`config.mk`:
```
export PLATFORM = sky130hd
export DESIGN_NAME = dupTx
export DESIGN_NICKNAME = d
export VERILOG_FILES = /design/src/logic/dupPkg.sv /design/src/logic/dupBusDecode.sv /design/src/logic/dupTxCsr.sv /design/src/logic/dupTxDbuf.sv /design/src/logic/dupTxShifter.sv /design/src/logic/dupTx.sv
export VERILOG_INCLUDE_DIRS = /design/src /design/src/include
export SDC_FILE = /design/constraint.sdc
export NUM_CORES = 1
export LEC_CHECK = 0
export ABC_AREA = 0
export BUFFER_PORTS_ARGS = -buffer_cell sky130_fd_sc_hd__buf_2
export CORE_UTILIZATION = 40
export DETAILED_ROUTE_END_ITERATION = 8
export GPL_TIMING_DRIVEN = 0
export HOLD_SLACK_MARGIN = 0.06
export SLEW_MARGIN = 30
export SYNTH_ARGS = -nofsm -noshare
export SYNTH_HDL_FRONTEND = slang
export SYNTH_SLANG_ARGS = --single-unit
```
`constraint.sdc`:
```
create_clock -name clk -period 2.65 [get_ports clk]
set_clock_uncertainty 0.2 [all_clocks]
set_input_delay 0.1325 -clock clk [delete_from_list [all_inputs] [get_ports clk]]
set_output_delay 0.1325 -clock clk [all_outputs]
set_load 0.02 [all_outputs]
```
`src/include/dup_config.svh`:
```
`ifndef DUP_CONFIG_SVH
`define DUP_CONFIG_SVH

// Device register word addresses
`define DUP_TXCSR_ADDR    3'd2
`define DUP_TXDBUF_ADDR   3'd3

// Clocks per serial bit with a minimum of 2
`define DUP_BIT_DIV       4

// TXCSR field positions
`define DUP_TXCSR_DLE     15
`define DUP_TXCSR_MDO     14
`define DUP_TXCSR_MCO     13
`define DUP_TXCSR_MSEL_HI 12
`define DUP_TXCSR_MSEL_LO 11
`define DUP_TXCSR_MDI     10
`define DUP_TXCSR_ACT     9
`define DUP_TXCSR_INIT    8
`define DUP_TXCSR_DONE    7
`define DUP_TXCSR_TXIE    6
`define DUP_TXCSR_SEND    4
`define DUP_TXCSR_HDX     3

// TXDBUF flag positions
`define DUP_TXDBUF_TSOM   8
`define DUP_TXDBUF_TEOM   9

`endif

```
`src/logic/dupPkg.sv`:
```
package dupPkg;

   // One device bus cycle from the adapter
   typedef struct packed {
      logic [2:0]  addr;
      logic        write;
      logic        read;
      logic        loByte;
      logic        hiByte;
      logic        devReset;
      logic [35:0] dataIn;
   } devBus_t;

   // Decoded register write strobes
   typedef struct packed {
      logic        csrWrite;
      logic        dbufWrite;
      logic        loByte;
      logic        hiByte;
      logic [15:0] data;
   } regStrobe_t;

   // Control fields taken from TXCSR
   typedef struct packed {
      logic init;
      logic send;
      logic hdx;
   } txCtrl_t;

   // Buffered byte and its flags
   typedef struct packed {
      logic [7:0] data;
      logic       tsom;
      logic       teom;
      logic       full;
   } txDbuf_t;

   // Shifter status with a single cycle take pulse
   typedef struct packed {
      logic dle;
      logic mdo;
      logic act;
      logic done;
      logic take;
   } txStatus_t;

endpackage

```
`src/logic/dupBusDecode.sv`:
```
`timescale 1ns/1ps

`include "dup_config.svh"

module dupBusDecode (
   input  logic                clk,
   input  logic                rst,
   input  dupPkg::devBus_t     bus,
   input  logic [15:0]         csrWord,
   input  logic [15:0]         dbufWord,
   output dupPkg::regStrobe_t  strobe,
   output logic [15:0]         regData
);

   logic csrSel;
   logic dbufSel;
   logic laneHit;

   ///////////////////////////////////////////////////////////////////////
   // Address match
   ///////////////////////////////////////////////////////////////////////

   assign csrSel  = (bus.addr == `DUP_TXCSR_ADDR);
   assign dbufSel = (bus.addr == `DUP_TXDBUF_ADDR);

   // At least one byte lane must be enabled for a write
   assign laneHit = bus.loByte | bus.hiByte;

   ///////////////////////////////////////////////////////////////////////
   // Write strobes
   ///////////////////////////////////////////////////////////////////////

   always_comb
   begin
      strobe.csrWrite  = bus.write & csrSel & laneHit;
      strobe.dbufWrite = bus.write & dbufSel & laneHit;
      strobe.loByte    = bus.loByte;
      strobe.hiByte    = bus.hiByte;
      // Only the low word of the bus data is used
      strobe.data      = bus.dataIn[15:0];
   end

   ///////////////////////////////////////////////////////////////////////
   // Read-back
   ///////////////////////////////////////////////////////////////////////

   // Holds the last word read until the next read strobe
   always_ff @(posedge clk or posedge rst)
   begin
      if (rst)
         regData <= '0;
      else if (bus.read)
      begin
         if (csrSel)
            regData <= csrWord;
         else if (dbufSel)
            regData <= dbufWord;
         else
            regData <= '0;
      end
   end

endmodule

```
`src/logic/dupTxCsr.sv`:
```
`timescale 1ns/1ps

`include "dup_config.svh"

module dupTxCsr (
   input  logic                clk,
   input  logic                rst,
   input  logic                devReset,
   input  dupPkg::regStrobe_t  strobe,
   input  dupPkg::txStatus_t   status,
   output dupPkg::txCtrl_t     ctrl,
   output logic [15:0]         csrWord,
   output logic                txIntr
);

   logic       init;
   logic       hiWrite;
   logic       loWrite;
   logic       mco;
   logic [1:0] msel;
   logic       mdi;
   logic       txie;
   logic       send;
   logic       hdx;

   assign hiWrite = strobe.csrWrite & strobe.hiByte;
   assign loWrite = strobe.csrWrite & strobe.loByte;

   // INIT from the device reset or a high byte write with bit 8 set
   assign init = devReset | (hiWrite & strobe.data[`DUP_TXCSR_INIT]);

   ///////////////////////////////////////////////////////////////////////
   // Writable fields
   ///////////////////////////////////////////////////////////////////////

   always_ff @(posedge clk or posedge rst)
   begin
      if (rst)
      begin
         mco  <= 1'b0;
         msel <= 2'b00;
         mdi  <= 1'b0;
         txie <= 1'b0;
         send <= 1'b0;
         hdx  <= 1'b0;
      end
      else if (init)
      begin
         mco  <= 1'b0;
         msel <= 2'b00;
         mdi  <= 1'b0;
         txie <= 1'b0;
         send <= 1'b0;
         hdx  <= 1'b0;
      end
      else
      begin
         // Maintenance fields live in the high byte
         if (hiWrite)
         begin
            mco  <= strobe.data[`DUP_TXCSR_MCO];
            msel <= strobe.data[`DUP_TXCSR_MSEL_HI:`DUP_TXCSR_MSEL_LO];
            mdi  <= strobe.data[`DUP_TXCSR_MDI];
         end
         // Transmitter controls in the low byte
         if (loWrite)
         begin
            txie <= strobe.data[`DUP_TXCSR_TXIE];
            send <= strobe.data[`DUP_TXCSR_SEND];
            hdx  <= strobe.data[`DUP_TXCSR_HDX];
         end
      end
   end

   assign ctrl = '{init: init, send: send, hdx: hdx};

   // Status word with reserved bits reading zero
   always_comb
   begin
      csrWord                                            = '0;
      csrWord[`DUP_TXCSR_DLE]                            = status.dle;
      csrWord[`DUP_TXCSR_MDO]                            = status.mdo;
      csrWord[`DUP_TXCSR_MCO]                            = mco;
      csrWord[`DUP_TXCSR_MSEL_HI:`DUP_TXCSR_MSEL_LO]     = msel;
      csrWord[`DUP_TXCSR_MDI]                            = mdi;
      csrWord[`DUP_TXCSR_ACT]                            = status.act;
      csrWord[`DUP_TXCSR_INIT]                           = init;
      csrWord[`DUP_TXCSR_DONE]                           = status.done;
      csrWord[`DUP_TXCSR_TXIE]                           = txie;
      csrWord[`DUP_TXCSR_SEND]                           = send;
      csrWord[`DUP_TXCSR_HDX]                            = hdx;
   end

   // Interrupt request level
   assign txIntr = txie & status.done;

endmodule

```
`src/logic/dupTxDbuf.sv`:
```
`timescale 1ns/1ps

`include "dup_config.svh"

module dupTxDbuf (
   input  logic                clk,
   input  logic                rst,
   input  dupPkg::regStrobe_t  strobe,
   input  dupPkg::txCtrl_t     ctrl,
   input  dupPkg::txStatus_t   status,
   output dupPkg::txDbuf_t     dbuf,
   output logic [15:0]         dbufWord
);

   logic [7:0] data;
   logic       tsom;
   logic       teom;
   logic       full;

   ///////////////////////////////////////////////////////////////////////
   // Buffer register
   ///////////////////////////////////////////////////////////////////////

   always_ff @(posedge clk or posedge rst)
   begin
      if (rst)
      begin
         data <= 8'h00;
         tsom <= 1'b0;
         teom <= 1'b0;
         full <= 1'b0;
      end
      else if (ctrl.init)
      begin
         data <= 8'h00;
         tsom <= 1'b0;
         teom <= 1'b0;
         full <= 1'b0;
      end
      else if (strobe.dbufWrite)
      begin
         // Low byte loads the character and high byte the framing flags
         if (strobe.loByte)
            data <= strobe.data[7:0];
         if (strobe.hiByte)
         begin
            tsom <= strobe.data[`DUP_TXDBUF_TSOM];
            teom <= strobe.data[`DUP_TXDBUF_TEOM];
         end
         // A write wins over a take in the same cycle
         full <= 1'b1;
      end
      else if (status.take)
         full <= 1'b0;
   end

   assign dbuf = '{data: data, tsom: tsom, teom: teom, full: full};

   always_comb
   begin
      dbufWord                   = '0;
      dbufWord[7:0]              = data;
      dbufWord[`DUP_TXDBUF_TSOM] = tsom;
      dbufWord[`DUP_TXDBUF_TEOM] = teom;
   end

endmodule

```
`src/logic/dupTxShifter.sv`:
```
`timescale 1ns/1ps

`include "dup_config.svh"

module dupTxShifter (
   input  logic               clk,
   input  logic               rst,
   input  dupPkg::txCtrl_t    ctrl,
   input  dupPkg::txDbuf_t    dbuf,
   output dupPkg::txStatus_t  status,
   output logic               txData,
   output logic               txBitClk
);

   localparam int bitDiv   = `DUP_BIT_DIV;
   localparam int divWidth = $clog2(bitDiv);
   localparam logic [divWidth-1:0] divLast = divWidth'(bitDiv - 1);
   localparam logic [divWidth-1:0] divMid  = divWidth'(bitDiv / 2 - 1);

   logic [divWidth-1:0] divCnt;
   logic [7:0]          shiftReg;
   logic [2:0]          bitCnt;
   logic                bitEdge;
   logic                lastBit;
   logic                endOfByte;
   logic                take;
   logic                underrun;
   logic                fullRise;
   logic                shifting;
   logic                lastTeom;
   logic                act;
   logic                dle;
   logic                done;
   logic                fullDly;

   ///////////////////////////////////////////////////////////////////////
   // Bit-rate divider
   ///////////////////////////////////////////////////////////////////////

   // Free running with one bit boundary every bitDiv clocks
   always_ff @(posedge clk or posedge rst)
   begin
      if (rst)
         divCnt <= '0;
      else if (bitEdge)
         divCnt <= '0;
      else
         divCnt <= divCnt + 1'b1;
   end

   assign bitEdge   = (divCnt == divLast);
   assign lastBit   = (bitCnt == 3'd7);
   assign endOfByte = bitEdge & shifting & lastBit;

   // Load the buffer when idle or after the eighth bit
   assign take = bitEdge & ctrl.send & dbuf.full & ~ctrl.init & (~shifting | lastBit);

   // Byte ended with nothing queued and the message still open
   assign underrun = endOfByte & ~take & ctrl.send & ~lastTeom;
   assign fullRise = dbuf.full & ~fullDly;

   ///////////////////////////////////////////////////////////////////////
   // Shift register
   ///////////////////////////////////////////////////////////////////////

   // Shifts right with ones behind so the line idles at mark
   always_ff @(posedge clk or posedge rst)
   begin
      if (rst)
      begin
         shiftReg <= 8'hFF;
         bitCnt   <= 3'd0;
         shifting <= 1'b0;
         lastTeom <= 1'b0;
      end
      else if (ctrl.init)
      begin
         shiftReg <= 8'hFF;
         bitCnt   <= 3'd0;
         shifting <= 1'b0;
         lastTeom <= 1'b0;
      end
      else if (take)
      begin
         shiftReg <= dbuf.data;
         bitCnt   <= 3'd0;
         shifting <= 1'b1;
         lastTeom <= dbuf.teom;
      end
      else if (bitEdge & shifting)
      begin
         shiftReg <= {1'b1, shiftReg[7:1]};
         bitCnt   <= bitCnt + 3'd1;
         if (lastBit)
            shifting <= 1'b0;
      end
   end

   ///////////////////////////////////////////////////////////////////////
   // Status flags and bit clock
   ///////////////////////////////////////////////////////////////////////

   always_ff @(posedge clk or posedge rst)
   begin
      if (rst)
      begin
         act      <= 1'b0;
         dle      <= 1'b0;
         done     <= 1'b1;
         fullDly  <= 1'b0;
         txBitClk <= 1'b0;
      end
      else
      begin
         fullDly  <= dbuf.full;
         // Strobe in the middle of each data bit only
         txBitClk <= shifting & (divCnt == divMid) & ~ctrl.init;
         if (ctrl.init)
         begin
            act  <= 1'b0;
            dle  <= 1'b0;
            done <= 1'b1;
         end
         else
         begin
            // Half duplex turns the line around instead of flagging late data
            if (take)
               act <= 1'b1;
            else if (endOfByte & (lastTeom | ~ctrl.send | ctrl.hdx))
               act <= 1'b0;
            else if (~shifting & ~ctrl.send)
               act <= 1'b0;
            if (underrun & ~ctrl.hdx)
               dle <= 1'b1;
            // Buffer free again once taken
            if (take)
               done <= 1'b1;
            else if (fullRise)
               done <= 1'b0;
         end
      end
   end

   assign txData = shiftReg[0];

   assign status = '{dle: dle, mdo: txData, act: act, done: done, take: take};

endmodule

```
`src/logic/dupTx.sv`:
```
`timescale 1ns/1ps

module dupTx (
   input  logic             clk,
   input  logic             rst,
   input  dupPkg::devBus_t  bus,
   output logic [15:0]      regData,
   output logic             txData,
   output logic             txBitClk,
   output logic             txIntr
);

   dupPkg::regStrobe_t strobe;
   dupPkg::txCtrl_t    ctrl;
   dupPkg::txDbuf_t    dbuf;
   dupPkg::txStatus_t  status;
   logic [15:0]        csrWord;
   logic [15:0]        dbufWord;

   ///////////////////////////////////////////////////////////////////////
   // Bus side
   ///////////////////////////////////////////////////////////////////////

   dupBusDecode busDecode (
      .clk      (clk),
      .rst      (rst),
      .bus      (bus),
      .csrWord  (csrWord),
      .dbufWord (dbufWord),
      .strobe   (strobe),
      .regData  (regData)
   );

   // Control and status register
   dupTxCsr txCsr (
      .clk      (clk),
      .rst      (rst),
      .devReset (bus.devReset),
      .strobe   (strobe),
      .status   (status),
      .ctrl     (ctrl),
      .csrWord  (csrWord),
      .txIntr   (txIntr)
   );

   // Data buffer
   dupTxDbuf txDbuf (
      .clk      (clk),
      .rst      (rst),
      .strobe   (strobe),
      .ctrl     (ctrl),
      .status   (status),
      .dbuf     (dbuf),
      .dbufWord (dbufWord)
   );

   ///////////////////////////////////////////////////////////////////////
   // Line side
   ///////////////////////////////////////////////////////////////////////

   dupTxShifter txShifter (
      .clk      (clk),
      .rst      (rst),
      .ctrl     (ctrl),
      .dbuf     (dbuf),
      .status   (status),
      .txData   (txData),
      .txBitClk (txBitClk)
   );

endmodule

```
---- Yosys cells after proc, flatten, opt, wreduce, memory -nomap -nowiden ----
Cells that the tools add are included.
W data, S select, Z words.
cells by class
  bitwise gates (word level) .............. 35
  add/sub/neg operators ................... 2
  reduce and logical (&&, ||, !) cells .... 15
  muxes and demuxes ....................... 48
  equal/unequal tests ..................... 5
operators with widths
  cell                   count
  $mux W8                6
  $mux W1                34
  $and A1 B1 Y1          23
  $mux W16               1
  $reduce_bool A2 Y1     7
  $reduce_bool A3 Y1     4
  $mux W10               1
  $mux W3                3
  $not A1 Y1             7
  $eq A3 B2 Y1 const B   2
  $mux W2                3
  $reduce_and A2 Y1      3
  $or A1 B1 Y1           5
  $reduce_bool A4 Y1     1
  $add A3 B1 Y3 const B  1
  $eq A3 B3 Y1 const B   1
  $add A2 B1 Y2 const B  1
  $eq A2 B1 Y1 const B   1
  $eq A2 B2 Y1 const B   1
word-level totals
  output and inout port bits .............. 19
  logic and storage cells ................. 126
  flip-flop bits (word level) ............. 54

---- Depth between registers and ports, before layout ----
Gate-level depths: netlist of the first run.
  depth after elaboration ................. 16
  mapped depth ............................ 7

---- Hierarchy ----
A second synthesis of the first run with hierarchy kept.
unflattened totals
  cells, all modules ...................... 305
  area, all modules ....................... 3195.6 µm²
by module, submodules not included
  module        area each (µm²)  sequential area each (µm²)  instances  cells an instance
  dupTxShifter  1052.3           511.7                       1          91
  dupBusDecode  958.4            400.4                       1          93
  dupTxDbuf     688.2            275.3                       1          70
  dupTxCsr      496.7            175.2                       1          51

---- Worst setup path after synthesis of the first run ----
Ideal clock, no wire load.
  path type ............................... reg-to-reg
  start point ............................. register txShifter.bitCnt[0]
  end point ............................... register txShifter.bitCnt[1]
  required time ........................... 2377 ps
  arrival time ............................ 1680 ps
  library setup time ...................... 73 ps
  path buffers ............................ 1
  period minus slack after synthesis ...... 1953 ps
  slack ................................... 697 ps
  cell stages (with the launch flop) ...... 8
  cell sequence ........................... dfrtp_1 ha_1 ha_1 nand2b_1 and4_4 buf_6 or3_4 a21oi_2
between the ends
  word-level cells in the longest chain between the ends .. 5
ends and longest elaborated chain
  element                                                                RTL line            source
  start, declared                                                        dupTxShifter.sv:22  logic [2:0] bitCnt;
  start signal, assigned                                                 dupTxShifter.sv:93  bitCnt <= bitCnt + 3'd1;
  parallel branches: the longest is 5 deep, another holds $add A3 B1 Y3  --
Several ways; the timed one is not identified. The select of a mux whose other input is x is not followed.
A chain may end at the register's enable or synchronous reset.

---- Worst setup path in the final report of the first run ----
  start point ............................. input bus[43] in the netlist's numbering
  end point ............................... register txCsr.mco
between the ends
  word-level cells in the longest chain between the ends .. 7
ends and longest elaborated chain
  element                                        RTL line            source
  start, declared                                dupTx.sv:6          input dupPkg::devBus_t bus,
  $eq A3 B2 Y1 (no line) (*)                     --
  $and A1 B1 Y1 (*) (2 in series)                dupBusDecode.sv:35  strobe.csrWrite = bus.write & csrSel & laneHit;
  $and A1 B1 Y1 (*)                              dupTxCsr.sv:26      assign hiWrite = strobe.csrWrite & strobe.hiByte;
  $and A1 B1 Y1                                  dupTxCsr.sv:30      assign init = devReset | (hiWrite & strobe.data[`DUP_TXCSR_INIT]);
  $or A1 B1 Y1                                   dupTxCsr.sv:30
  $mux W1 or $reduce_bool A2 Y1 (tied branches)  --
  end signal, assigned                           dupTxCsr.sv:61      mco <= strobe.data[`DUP_TXCSR_MCO];
  end, declared                                  dupTxCsr.sv:19      logic mco;
Mark *: on every way between the ends. The rest lies on a longest branch, timed or not.

==> results.json, run 1 <==
{
  "die_w_um": 80.1,
  "drive_above_1_share": 0.239,
  "yosysWarnings": 0,
  "diodes": 0,
  "fin_crit_sh": 0.801,
  "cts_buffer_depth": 2,
  "synth_area_leaders": "dfrtp_1, dfstp_2, nor2_1",
  "synthesis.instances": 245,
  "ys_ff_latch": 54,
  "start_kind": "input port",
  "use_met2": 0.319,
  "num_rows": 28,
  "crit_arrival_ps": 2110,
  "multi_input_area_um2": 956,
  "drv_cap": 0,
  "grtUsageMet3": 0.0341,
  "cts_made_buffers": 5,
  "synth_edf_count": 0,
  "fin_area_mm2": 0.00303,
  "path_clk_slew_ps": 90,
  "max_freq_ghz": 0.471,
  "cts-htree-levels": 2,
  "synth_ff_type": "dfrtp_1",
  "grt-ovfl-total": 0,
  "finalSetupTns_ps": 0,
  "irDropWorstVdd_mv": 0.366,
  "tightest_slew_ps": 573,
  "cp_top_family": "buffers and inverters",
  "grt_start_max_net_pins": 46,
  "cp_max_fo": 6,
  "max_stage_delay_ps": 560,
  "crit_chain": "dlygate4sd3_1 > buf_2 > nand3b_2 > or2_2 > nand2_1 > a21oi_1 > dlygate4sd3_1",
  "area_delta_synth_final_pct": 24.4,
  "initial_core_util": 0.414,
  "crit_buf_inv": 3,
  "grt_usage": 0.192,
  "synth_cell_type_count": 36,
  "cp.required_ps": 2640,
  "mostFrequentLayoutCells": "buf_2, dfrtp_1, nor2_1",
  "setup_viol": 0,
  "wl_um": 5580,
  "wire_per_inst_um": 14.3,
  "maxSlewViolCount": 0,
  "fin_nets": 363,
  "p_per_area_mw_per_mm2": 470,
  "clock_latency_ps": 300,
  "place_area_mm2": 0.00277,
  "maxSlewHeadroom": 0.617,
  "dr_total_vias": 2000,
  "syn-num-nets": 295,
  "grt_antenna_before_repair": 0,
  "drc": 0,
  "post-synth-top-area-fraction": 0.462,
  "boundaryPins": 65,
  "crit_slowest_cell": "dlygate4sd3_1",
  "hp-class": "in -> async",
  "avgSynthCellArea_um2": 9.95,
  "cpMostUsedCell": "dlygate4sd3_1",
  "ant_nets": 0,
  "drt_iter0_markers": 131,
  "first_global_vias": 1930,
  "nFillCells": 560,
  "seq_area_mm2": 0.00136,
  "cts_resized": 0,
  "rsz0062_at_grt": "false",
  "coreArea_mm2": 0.00589,
  "cts_sinks": 54,
  "port_buffers": 42,
  "grt_pass1_wl_um": 9290,
  "status": "finished clean",
  "async_flop_share": 1.00,
  "place_congestion": 0.752,
  "cp.depth": 7,
  "fin_crit_ps": 2120,
  "clockRootBuffer": "clkbuf_8",
  "leakagePower_uw": 0.00138,
  "rr_worst_depth": 7,
  "vias_per_cell": 5.14,
  "worst-setup-path-type": "in -> reg",
  "hold_viol": 0,
  "die-area_mm2": 0.00641,
  "floorplan.die.height_um": 80.1,
  "dpl.hpwl_um": 3860,
  "synth_top_cell_by_area": "dfrtp_1",
  "cts_tree": "yes",
  "gr-usage-met1": 0.261,
  "cp-end-kind": "flop",
  "dr.pass1.iters": 4,
  "top_usage_layer": "met2",
  "ys_seq_area_frac": 0.559,
  "syn_area_mm2": 0.00244
}
## cell type report
cell class / count / share of cell area
Sequential cell: 54 / 0.449
Multi-Input combinational cell: 165 / 0.315
Timing Repair Buffer: 61 / 0.138
Tap cell: 75 / 0.0309
Clock buffer: 8 / 0.0264
Buffer: 11 / 0.0210
Inverter: 15 / 0.0194
## cell usage after synthesis (3+ instances only)
master,number
dfstp_2,9
buf_2,3
o21ai_0,23
a22oi_1,6
a21oi_1,18
nor2_1,32
inv_1,15
nand2_1,16
a211oi_1,7
mux2i_1,9
dfrtp_1,45
nand3_1,18
ha_1,4
clkbuf_1,5
and3_1,9
## path summary, 6_finish.rpt
path | from | end | slack (ps)
max | bus[43] | txCsr.mco$_DFFE_PP0P_ | 530
min | rst | busDecode.regData[8]$_DFFE_PP0P_ | 70
max reg2reg | txShifter.bitCnt[0]$_DFFE_PP0P_ | txShifter.bitCnt[1]$_DFFE_PP0P_ | 560
min reg2reg | txShifter.divCnt[0]$_DFF_PP0_ | txShifter.divCnt[0]$_DFF_PP0_ | 280
max in group asynchronous | rst | txShifter.shiftReg[4]$_DFFE_PP1P_ | 1670
min in group clk | bus[38] | txDbuf.full$_DFFE_PP0P_ | 80
## power by group
group	leakage [µW]	internal, µW	switching [µW]
registers	0.000709	836	7.61
clock network	0.0000395	189	254
logic	0.000633	57.5	81.8
total	0.00138	1080	343
## repair_timing
item | CTS | global route
hold buffers | 18 | 0
buffers inserted | 0 | 0
endpoints found under the hold margin | 79 | 0
## state kept, by name, indices dropped and copies added (netlist names), 2 cells and up
name,cells
busDecode.regData,16
txCsr.msel,2
txShifter.shiftReg,8
txShifter.bitCnt,3
txShifter.divCnt,2
txDbuf.data,8
## layer usage
layer,share of wire,up-vias
li1,-,981
met1,0.47,978
met2,0.49,36
met3,0.027,5
met4,0.0070,0
met5,0,-
## tightest hold or removal path: stages
cell	delay [ps]
dlygate4sd3_1	530
buf_2	130
inv_4	150
## kinds of logic (layout without fill, tap and decap cells)
| kind of cell | Yosys count | after routing | synth area share |
|---|---|---|---|
| simple gates | 92 | 92 | 0.190 |
| compound gates | 59 | 59 | 0.141 |
| flops | 54 | 54 | 0.559 |
| buf+inv | 26 | 95 | 0.0493 |
| mux | 9 | 9 | 0.0369 |
| fa+ha+maj | 4 | 4 | 0.0205 |
| xor+xnor | 1 | 1 | 0.00359 |
## metrics by stage
| step | setup WS [ps] | std cells | total power [µW] | util | hold WS (ps) |
|---|---|---|---|---|---|
| 2_1_floorplan | 697 | 245 | 924 | - | -4.36 |
| 3_3_place_gp | 258 | 362 | 974 | 0.466 | 175 |
| 3_5_place_dp | 582 | 363 | 981 | 0.471 | -149 |
| 4_1_cts | 548 | 389 | 1440 | 0.515 | 65.4 |
| 5_1_grt | 440 | 389 | 1490 | 0.515 | 90.0 |
| 6_report | 528 | 389 | 1430 | 0.515 | 70.4 |
(Power assumes the default switching activity.)
==> run 2, diff against run 1 <==
--- a/config.mk
+++ b/config.mk
@@ -12,6 +12,7 @@
 export DETAILED_ROUTE_END_ITERATION = 8
 export GPL_TIMING_DRIVEN = 0
 export HOLD_SLACK_MARGIN = 0.06
+export PLACE_DENSITY = 0.66
 export SLEW_MARGIN = 30
 export SYNTH_ARGS = -nofsm -noshare
 export SYNTH_HDL_FRONTEND = slang
==> constraint.sdc (replaced) <==
create_clock -name clk -period 1.9 [get_ports clk]
set_clock_uncertainty 0.2 [all_clocks]
set_input_delay 0.095 -clock clk [delete_from_list [all_inputs] [get_ports clk]]
set_output_delay 0.095 -clock clk [all_outputs]
set_load 0.02 [all_outputs]
==> run 2 against run 1 <==
- worst setup slack got worse by 490 ps
- combinational power grew 43%
- die area unchanged
- worst hold slack improved by 8.3 ps
- cell area increased by 4.4%
- clock power grew 48%
- first-iteration DRC count fell by 34%
- global-route usage is 0.31 points higher
- power is 43% higher
- via count up 4.4%
- critical path type is now reg -> reg
- largest cell class unchanged
- highest routed layer unchanged
==> results.json, run 2 (synthesis gave the netlist of run 1 again) <==
{
  "status": "finished clean",
  "fin_crit_ps": 1860,
  "cts_tree": "yes",
  "seq_power_share": 0.579,
  "place_congestion": 0.786,
  "grt_start_max_net_pins": 33,
  "die_w_um": 80.1,
  "drive_above_1_share": 0.271,
  "regMostFlops": "busDecode.regData",
  "rr_worst_depth": 6,
  "p_per_area_mw_per_mm2": 642,
  "boundaryPins": 65,
  "pwr-share-clk": 0.323,
  "cp_max_fo": 5,
  "ant_nets": 0,
  "p_sw_uw": 489,
  "r2r_slack_ps": 40,
  "grt_antenna_before_repair": 0,
  "irDropWorstVdd_mv": 0.321,
  "hp-class": "in -> async",
  "initial_core_util": 0.414,
  "rsz0062_at_grt": "false",
  "cts_buffer_depth": 2,
  "grt_pass1_wl_um": 9420,
  "fin_nets": 374,
  "port_buffers": 42,
  "grt_usage": 0.195,
  "maxSlewHeadroom": 0.597,
  "hold_viol": 0,
  "wl_um": 5880,
  "cts_sinks": 54,
  "finalSetupTns_ps": 0,
  "setup_viol": 0,
  "layout_commonest_cell": "dfrtp_1",
  "layoutNonFillerInstCount": 400,
  "tightest_slew_ps": 602,
  "die-area_mm2": 0.00641,
  "start_kind": "flop",
  "comb_power_share": 0.098,
  "clock_latency_ps": 300,
  "crit_chain": "ha_2 > ha_4 > nand2b_4 > and4_4 > or3_4 > a21oi_2",
  "cp-end-kind": "flop",
  "largestRegisters": "busDecode.regData x16, txDbuf.data x8, txShifter.shiftReg x8",
  "clockRootBuffer": "clkbuf_8",
  "max_freq_ghz": 0.537,
  "maxSlewViolCount": 0,
  "p_int_uw": 1540,
  "vias_per_cell": 5.22,
  "mostFrequentLayoutCells": "dfrtp_1, buf_2, nor2_1",
  "max_stage_delay_ps": 400,
  "p_sw_frac": 0.240,
  "grt-ovfl-total": 0,
  "total_power_uw": 2030,
  "leakagePower_uw": 0.00143,
  "num_rows": 28,
  "drt_iter0_markers": 87,
  "drv_cap": 0,
  "path_clk_slew_ps": 100,
  "worst-setup-path-type": "reg -> reg",
  "wire_per_inst_um": 14.7,
  "largest_reg_flops": 16,
  "nFillCells": 571,
  "dr_total_vias": 2088,
  "coreArea_mm2": 0.00589,
  "diodes": 0,
  "crit_slowest_cell": "dfrtp_1",
  "drc": 0,
  "place_inst": 363,
  "floorplan.die.height_um": 80.1,
  "dr.pass1.iters": 4,
  "first_global_vias": 1956,
  "area_delta_synth_final_pct": 29.9,
  "fin_crit_sh": 0.979,
  "dpl.hpwl_um": 3880,
  "cts_made_buffers": 5,
  "crit_arrival_ps": 1900,
  "cp.required_ps": 1940,
  "cts-htree-levels": 2
}
[run 2: cell count changes in the layout (fill, tap and decap cells not counted), sizes merged]
cell | before | now
dlygate4sd3 | 18 | 24
buf | 49 | 53
and4 | 1 | 2
clkbuf | 13 | 12
clkinv | 0 | 1
[run 2: per-stage QoR]
step	utilization	area, µm²	hold WS [ps]	worst slack (ps)
floorplan	-	2460	-41.9	-9.74
global placement	0.470	2770	141	-423
detailed placement	0.474	2790	-122	-88.5
CTS	0.531	3130	64.0	10.5
global route	0.538	3170	82.6	3.38
finish	0.538	3170	78.7	39.4
[run 2: power groups by stage]
stage	combinational (µW)	sequential (µW)	clock (µW)
floorplan	76.8	1210	0
global placement	160	1200	0
detailed placement	168	1200	0
CTS	200	1180	672
global route	219	1180	732
finish	199	1180	657
[run 2: final timing paths]
check	from	to
setup / recovery	txShifter.bitCnt[0]$_DFFE_PP0P_	txShifter.bitCnt[2]$_DFFE_PP0P_
hold / removal	rst	busDecode.regData[2]$_DFFE_PP0P_
setup reg to reg	txShifter.bitCnt[0]$_DFFE_PP0P_	txShifter.bitCnt[2]$_DFFE_PP0P_
hold reg to reg	txDbuf.full$_DFFE_PP0P_	txShifter.fullDly$_DFF_PP0_
max in group asynchronous	rst	txShifter.shiftReg[0]$_DFFE_PP1P_
min in group clk	bus[37]	txDbuf.full$_DFFE_PP0P_
[run 2: layout make-up]
type / instances / area, µm² / share of cell area
timing repair buffer: 72 / 508 / 0.160
sequential: 54 / 1360 / 0.430
clock buffer: 7 / 86.3 / 0.0273
tap: 75 / 93.8 / 0.0296
multi-input combinational: 166 / 991 / 0.313
clock inverter: 1 / 5.00 / 0.00158
inverter: 15 / 58.8 / 0.0186
buffer: 10 / 61.3 / 0.0194
[run 2: layer usage]
layer  vias to the layer above  part of all wire  track usage
met5                         -                 0            0
met4                         0             0.022       0.0732
met3                        11             0.042       0.0375
met2                        57              0.49        0.315
met1                      1011              0.44        0.259
li1                       1009                 -            -
[run 2: what timing repair did]
item	in CTS	in global routing
buffers inserted	2	3
endpoints found under the hold margin	80	0
endpoints found under the setup margin	4	11
hold buffers	24	0
pin swaps	2	0
cloned	0	1
gates resized for setup	1	6
[run 2: critical path: cells and delay by family, from the launching register on]
family	cells	cell delay, ps
adder cells (fa/ha/maj)	2	370
AO/OA/AOI/OAI	1	110
AND/OR/NAND/NOR	3	720
flip-flops	1	400
==> run 3, diff against run 2 <==
--- a/config.mk
+++ b/config.mk
@@ -9,6 +9,7 @@
 export ABC_AREA = 0
 export BUFFER_PORTS_ARGS = -buffer_cell sky130_fd_sc_hd__buf_2
 export CORE_UTILIZATION = 40
+export CTS_CLUSTER_DIAMETER = 150
 export DETAILED_ROUTE_END_ITERATION = 8
 export GPL_TIMING_DRIVEN = 0
 export HOLD_SLACK_MARGIN = 0.06
==> constraint.sdc (replaced) <==
create_clock -name clk -period 1.9 [get_ports clk]
set_clock_uncertainty 0.2 [all_clocks]
set_input_delay 0.38 -clock clk [delete_from_list [all_inputs] [get_ports clk]]
set_output_delay 0.38 -clock clk [all_outputs]
set_load 0.02 [all_outputs]
==> run 3 against run 2 <==
- final cell count shrank 5.8%
- global-route usage shrank 1.1 points
- combinational power shrank 17%
- first-iteration DRC count grew 11%
- maximum frequency grew 0.37%
- core utilization shrank 3.9 points
- worst setup slack gained 6.9 ps
- sequential cell count is the same
- power shrank 1.7%
- clock power is essentially flat
- die area is the same
- critical path type unchanged
- critical endpoint unchanged
- largest power group unchanged
==> results.json, run 3 (synthesis gave the netlist of run 1 again) <==
{
  "dr_total_vias": 1989,
  "tightest_slew_ps": 610,
  "grt_pass1_wl_um": 8910,
  "mostFrequentLayoutCells": "dfrtp_1, buf_2, nor2_1",
  "p_sw_uw": 480,
  "max_stage_delay_ps": 400,
  "clockRootBuffer": "clkbuf_8",
  "cp_max_fo": 5,
  "cp_top_family": "simple AND/OR/NAND/NOR gates",
  "die-area_mm2": 0.00641,
  "port_buffers": 42,
  "layout_commonest_cell": "dfrtp_1",
  "hp-start": "bus[9]",
  "comb_power_share": 0.083,
  "finalSetupTns_ps": 0,
  "drt_iter0_markers": 97,
  "ant_nets": 0,
  "leakagePower_uw": 0.00134,
  "maxSlewHeadroom": 0.592,
  "cts_buffer_depth": 2,
  "boundaryPins": 65,
  "rsz0062_at_grt": "false",
  "largest_reg_flops": 16,
  "crit_chain": "ha_2 > ha_4 > nand2b_4 > and4_4 > or3_4 > a21oi_2",
  "path_clk_slew_ps": 90,
  "timing.rr.start": "txShifter.bitCnt[0]$_DFFE_PP0P_",
  "floorplan.die.height_um": 80.1,
  "crit_slowest_cell": "dfrtp_1",
  "status": "finished clean",
  "hold_viol": 0,
  "dpl.hpwl_um": 3880,
  "irDropWorstVdd_mv": 0.317,
  "regMostFlops": "busDecode.regData",
  "vias_per_cell": 5.28,
  "wire_per_inst_um": 14.6,
  "place_congestion": 0.786,
  "drv_cap": 0,
  "setup_viol": 0,
  "fin_crit_sh": 0.976,
  "dr.pass1.iters": 4,
  "fin_nets": 351,
  "cts-htree-levels": 2,
  "hp-class": "in -> reg",
  "largestRegisters": "busDecode.regData x16, txDbuf.data x8, txShifter.shiftReg x8",
  "cts_made_buffers": 5,
  "pwr-share-clk": 0.328,
  "seq_power_share": 0.589,
  "crit_arrival_ps": 1890,
  "first_global_vias": 1856,
  "grt-ovfl-total": 0,
  "grt_usage": 0.184,
  "initial_core_util": 0.414,
  "p_per_area_mw_per_mm2": 681,
  "area_delta_synth_final_pct": 20.4,
  "fin_crit_ps": 1850,
  "diodes": 0,
  "drive_above_1_share": 0.291,
  "maxSlewViolCount": 0,
  "p_int_uw": 1520,
  "die_w_um": 80.1,
  "p_sw_frac": 0.240,
  "cp.required_ps": 1940,
  "start_kind": "flop",
  "worst-setup-path-type": "reg -> reg",
  "crit_buf_inv": 0,
  "num_rows": 28,
  "utilization": 0.499,
  "crit_start": "txShifter.bitCnt[0]$_DFFE_PP0P_",
  "wl_um": 5520,
  "max_freq_ghz": 0.539,
  "grt_antenna_before_repair": 0,
  "cts_sinks": 54,
  "cts_tree": "yes",
  "coreArea_mm2": 0.00589,
  "cp-end-kind": "flop",
  "drc": 0,
  "grt_start_max_net_pins": 33,
  "clock_latency_ps": 300
}
[run 3: cell types whose count changed in the layout (fill, tap and decap cells not counted)]
cell / before / now
dlygate4sd3_1: 24 / 1
[run 3: final timing paths]
| check | end | slack (ps) | depth (start not counted) |
|---|---|---|---|
| worst max register to register | txShifter.bitCnt[2]$_DFFE_PP0P_ | 50 | 6 |
| worst max-delay path | txShifter.bitCnt[2]$_DFFE_PP0P_ | 50 | 6 |
| min in group asynchronous | busDecode.regData[2]$_DFFE_PP0P_ | 370 | 3 |
| max in group asynchronous | txShifter.shiftReg[0]$_DFFE_PP1P_ | 610 | 4 |
| worst min-delay path | txDbuf.teom$_DFFE_PP0P_ | 110 | 3 |
| worst min register to register | txShifter.fullDly$_DFF_PP0_ | 290 | 0 |
[run 3: area by class of cell]
| class | instances | area (µm²) |
|---|---|---|
| tap | 75 | 93.8 |
| clock buffer | 7 | 86.3 |
| timing repair buffer | 49 | 278 |
| sequential | 54 | 1360 |
| clock inverter | 1 | 5.00 |
| multi-input combinational | 166 | 991 |
| fill | 593 | 2950 |
| inverter | 15 | 58.8 |
| buffer | 10 | 61.3 |
[run 3: power by group through the flow]
| stage | Clock [µW] | Sequential (µW) | Combinational [µW] |
|---|---|---|---|
| after floorplan | 0 | 1210 | 76.8 |
| after global placement | 0 | 1200 | 160 |
| after detailed placement | 0 | 1200 | 168 |
| after CTS | 672 | 1180 | 170 |
| after global routing | 732 | 1180 | 184 |
| final | 655 | 1180 | 166 |
[run 3: worst min-delay path: cells and delay by family]
family	cells	cell delay [ps]
buffers and inverters	1	90
and+or+nand+nor	1	50
AOI/OAI and AO/OA	1	50
[run 3: metrics by stage]
stage / instances / total power, µW / hold slack, ps / setup WS (ps) / instance area [µm²]
final: 377 / 2000 / 111 / 46.3 / 2940
after global routing: 377 / 2100 / 97.6 / 3.45 / 2940
after floorplan: 245 / 1290 / 214 / -9.74 / 2460
after detailed placement: 363 / 1370 / 163 / -88.5 / 2790
after global placement: 362 / 1360 / 247 / -708 / 2770
after CTS: 373 / 2020 / 107 / 10.5 / 2900
[run 3: per-layer routing]
metal  up-vias  wire [µm]  global-route usage
li1        961          -                   -
met1       980       2540               0.243
met4         0        110              0.0679
met2        39       2670               0.299
met3         9        201              0.0364
met5         -          0                   0
[run 3: repair_timing]
| action | in CTS | in global routing |
|---|---|---|
| gates cloned | 0 | 1 |
| hold buffers | 1 | 0 |
| endpoints found under the hold margin | 14 | 0 |
| pin swaps | 2 | 0 |
| resized for setup | 1 | 6 |
| setup buffers | 2 | 3 |
| setup endpoints to repair | 4 | 11 |
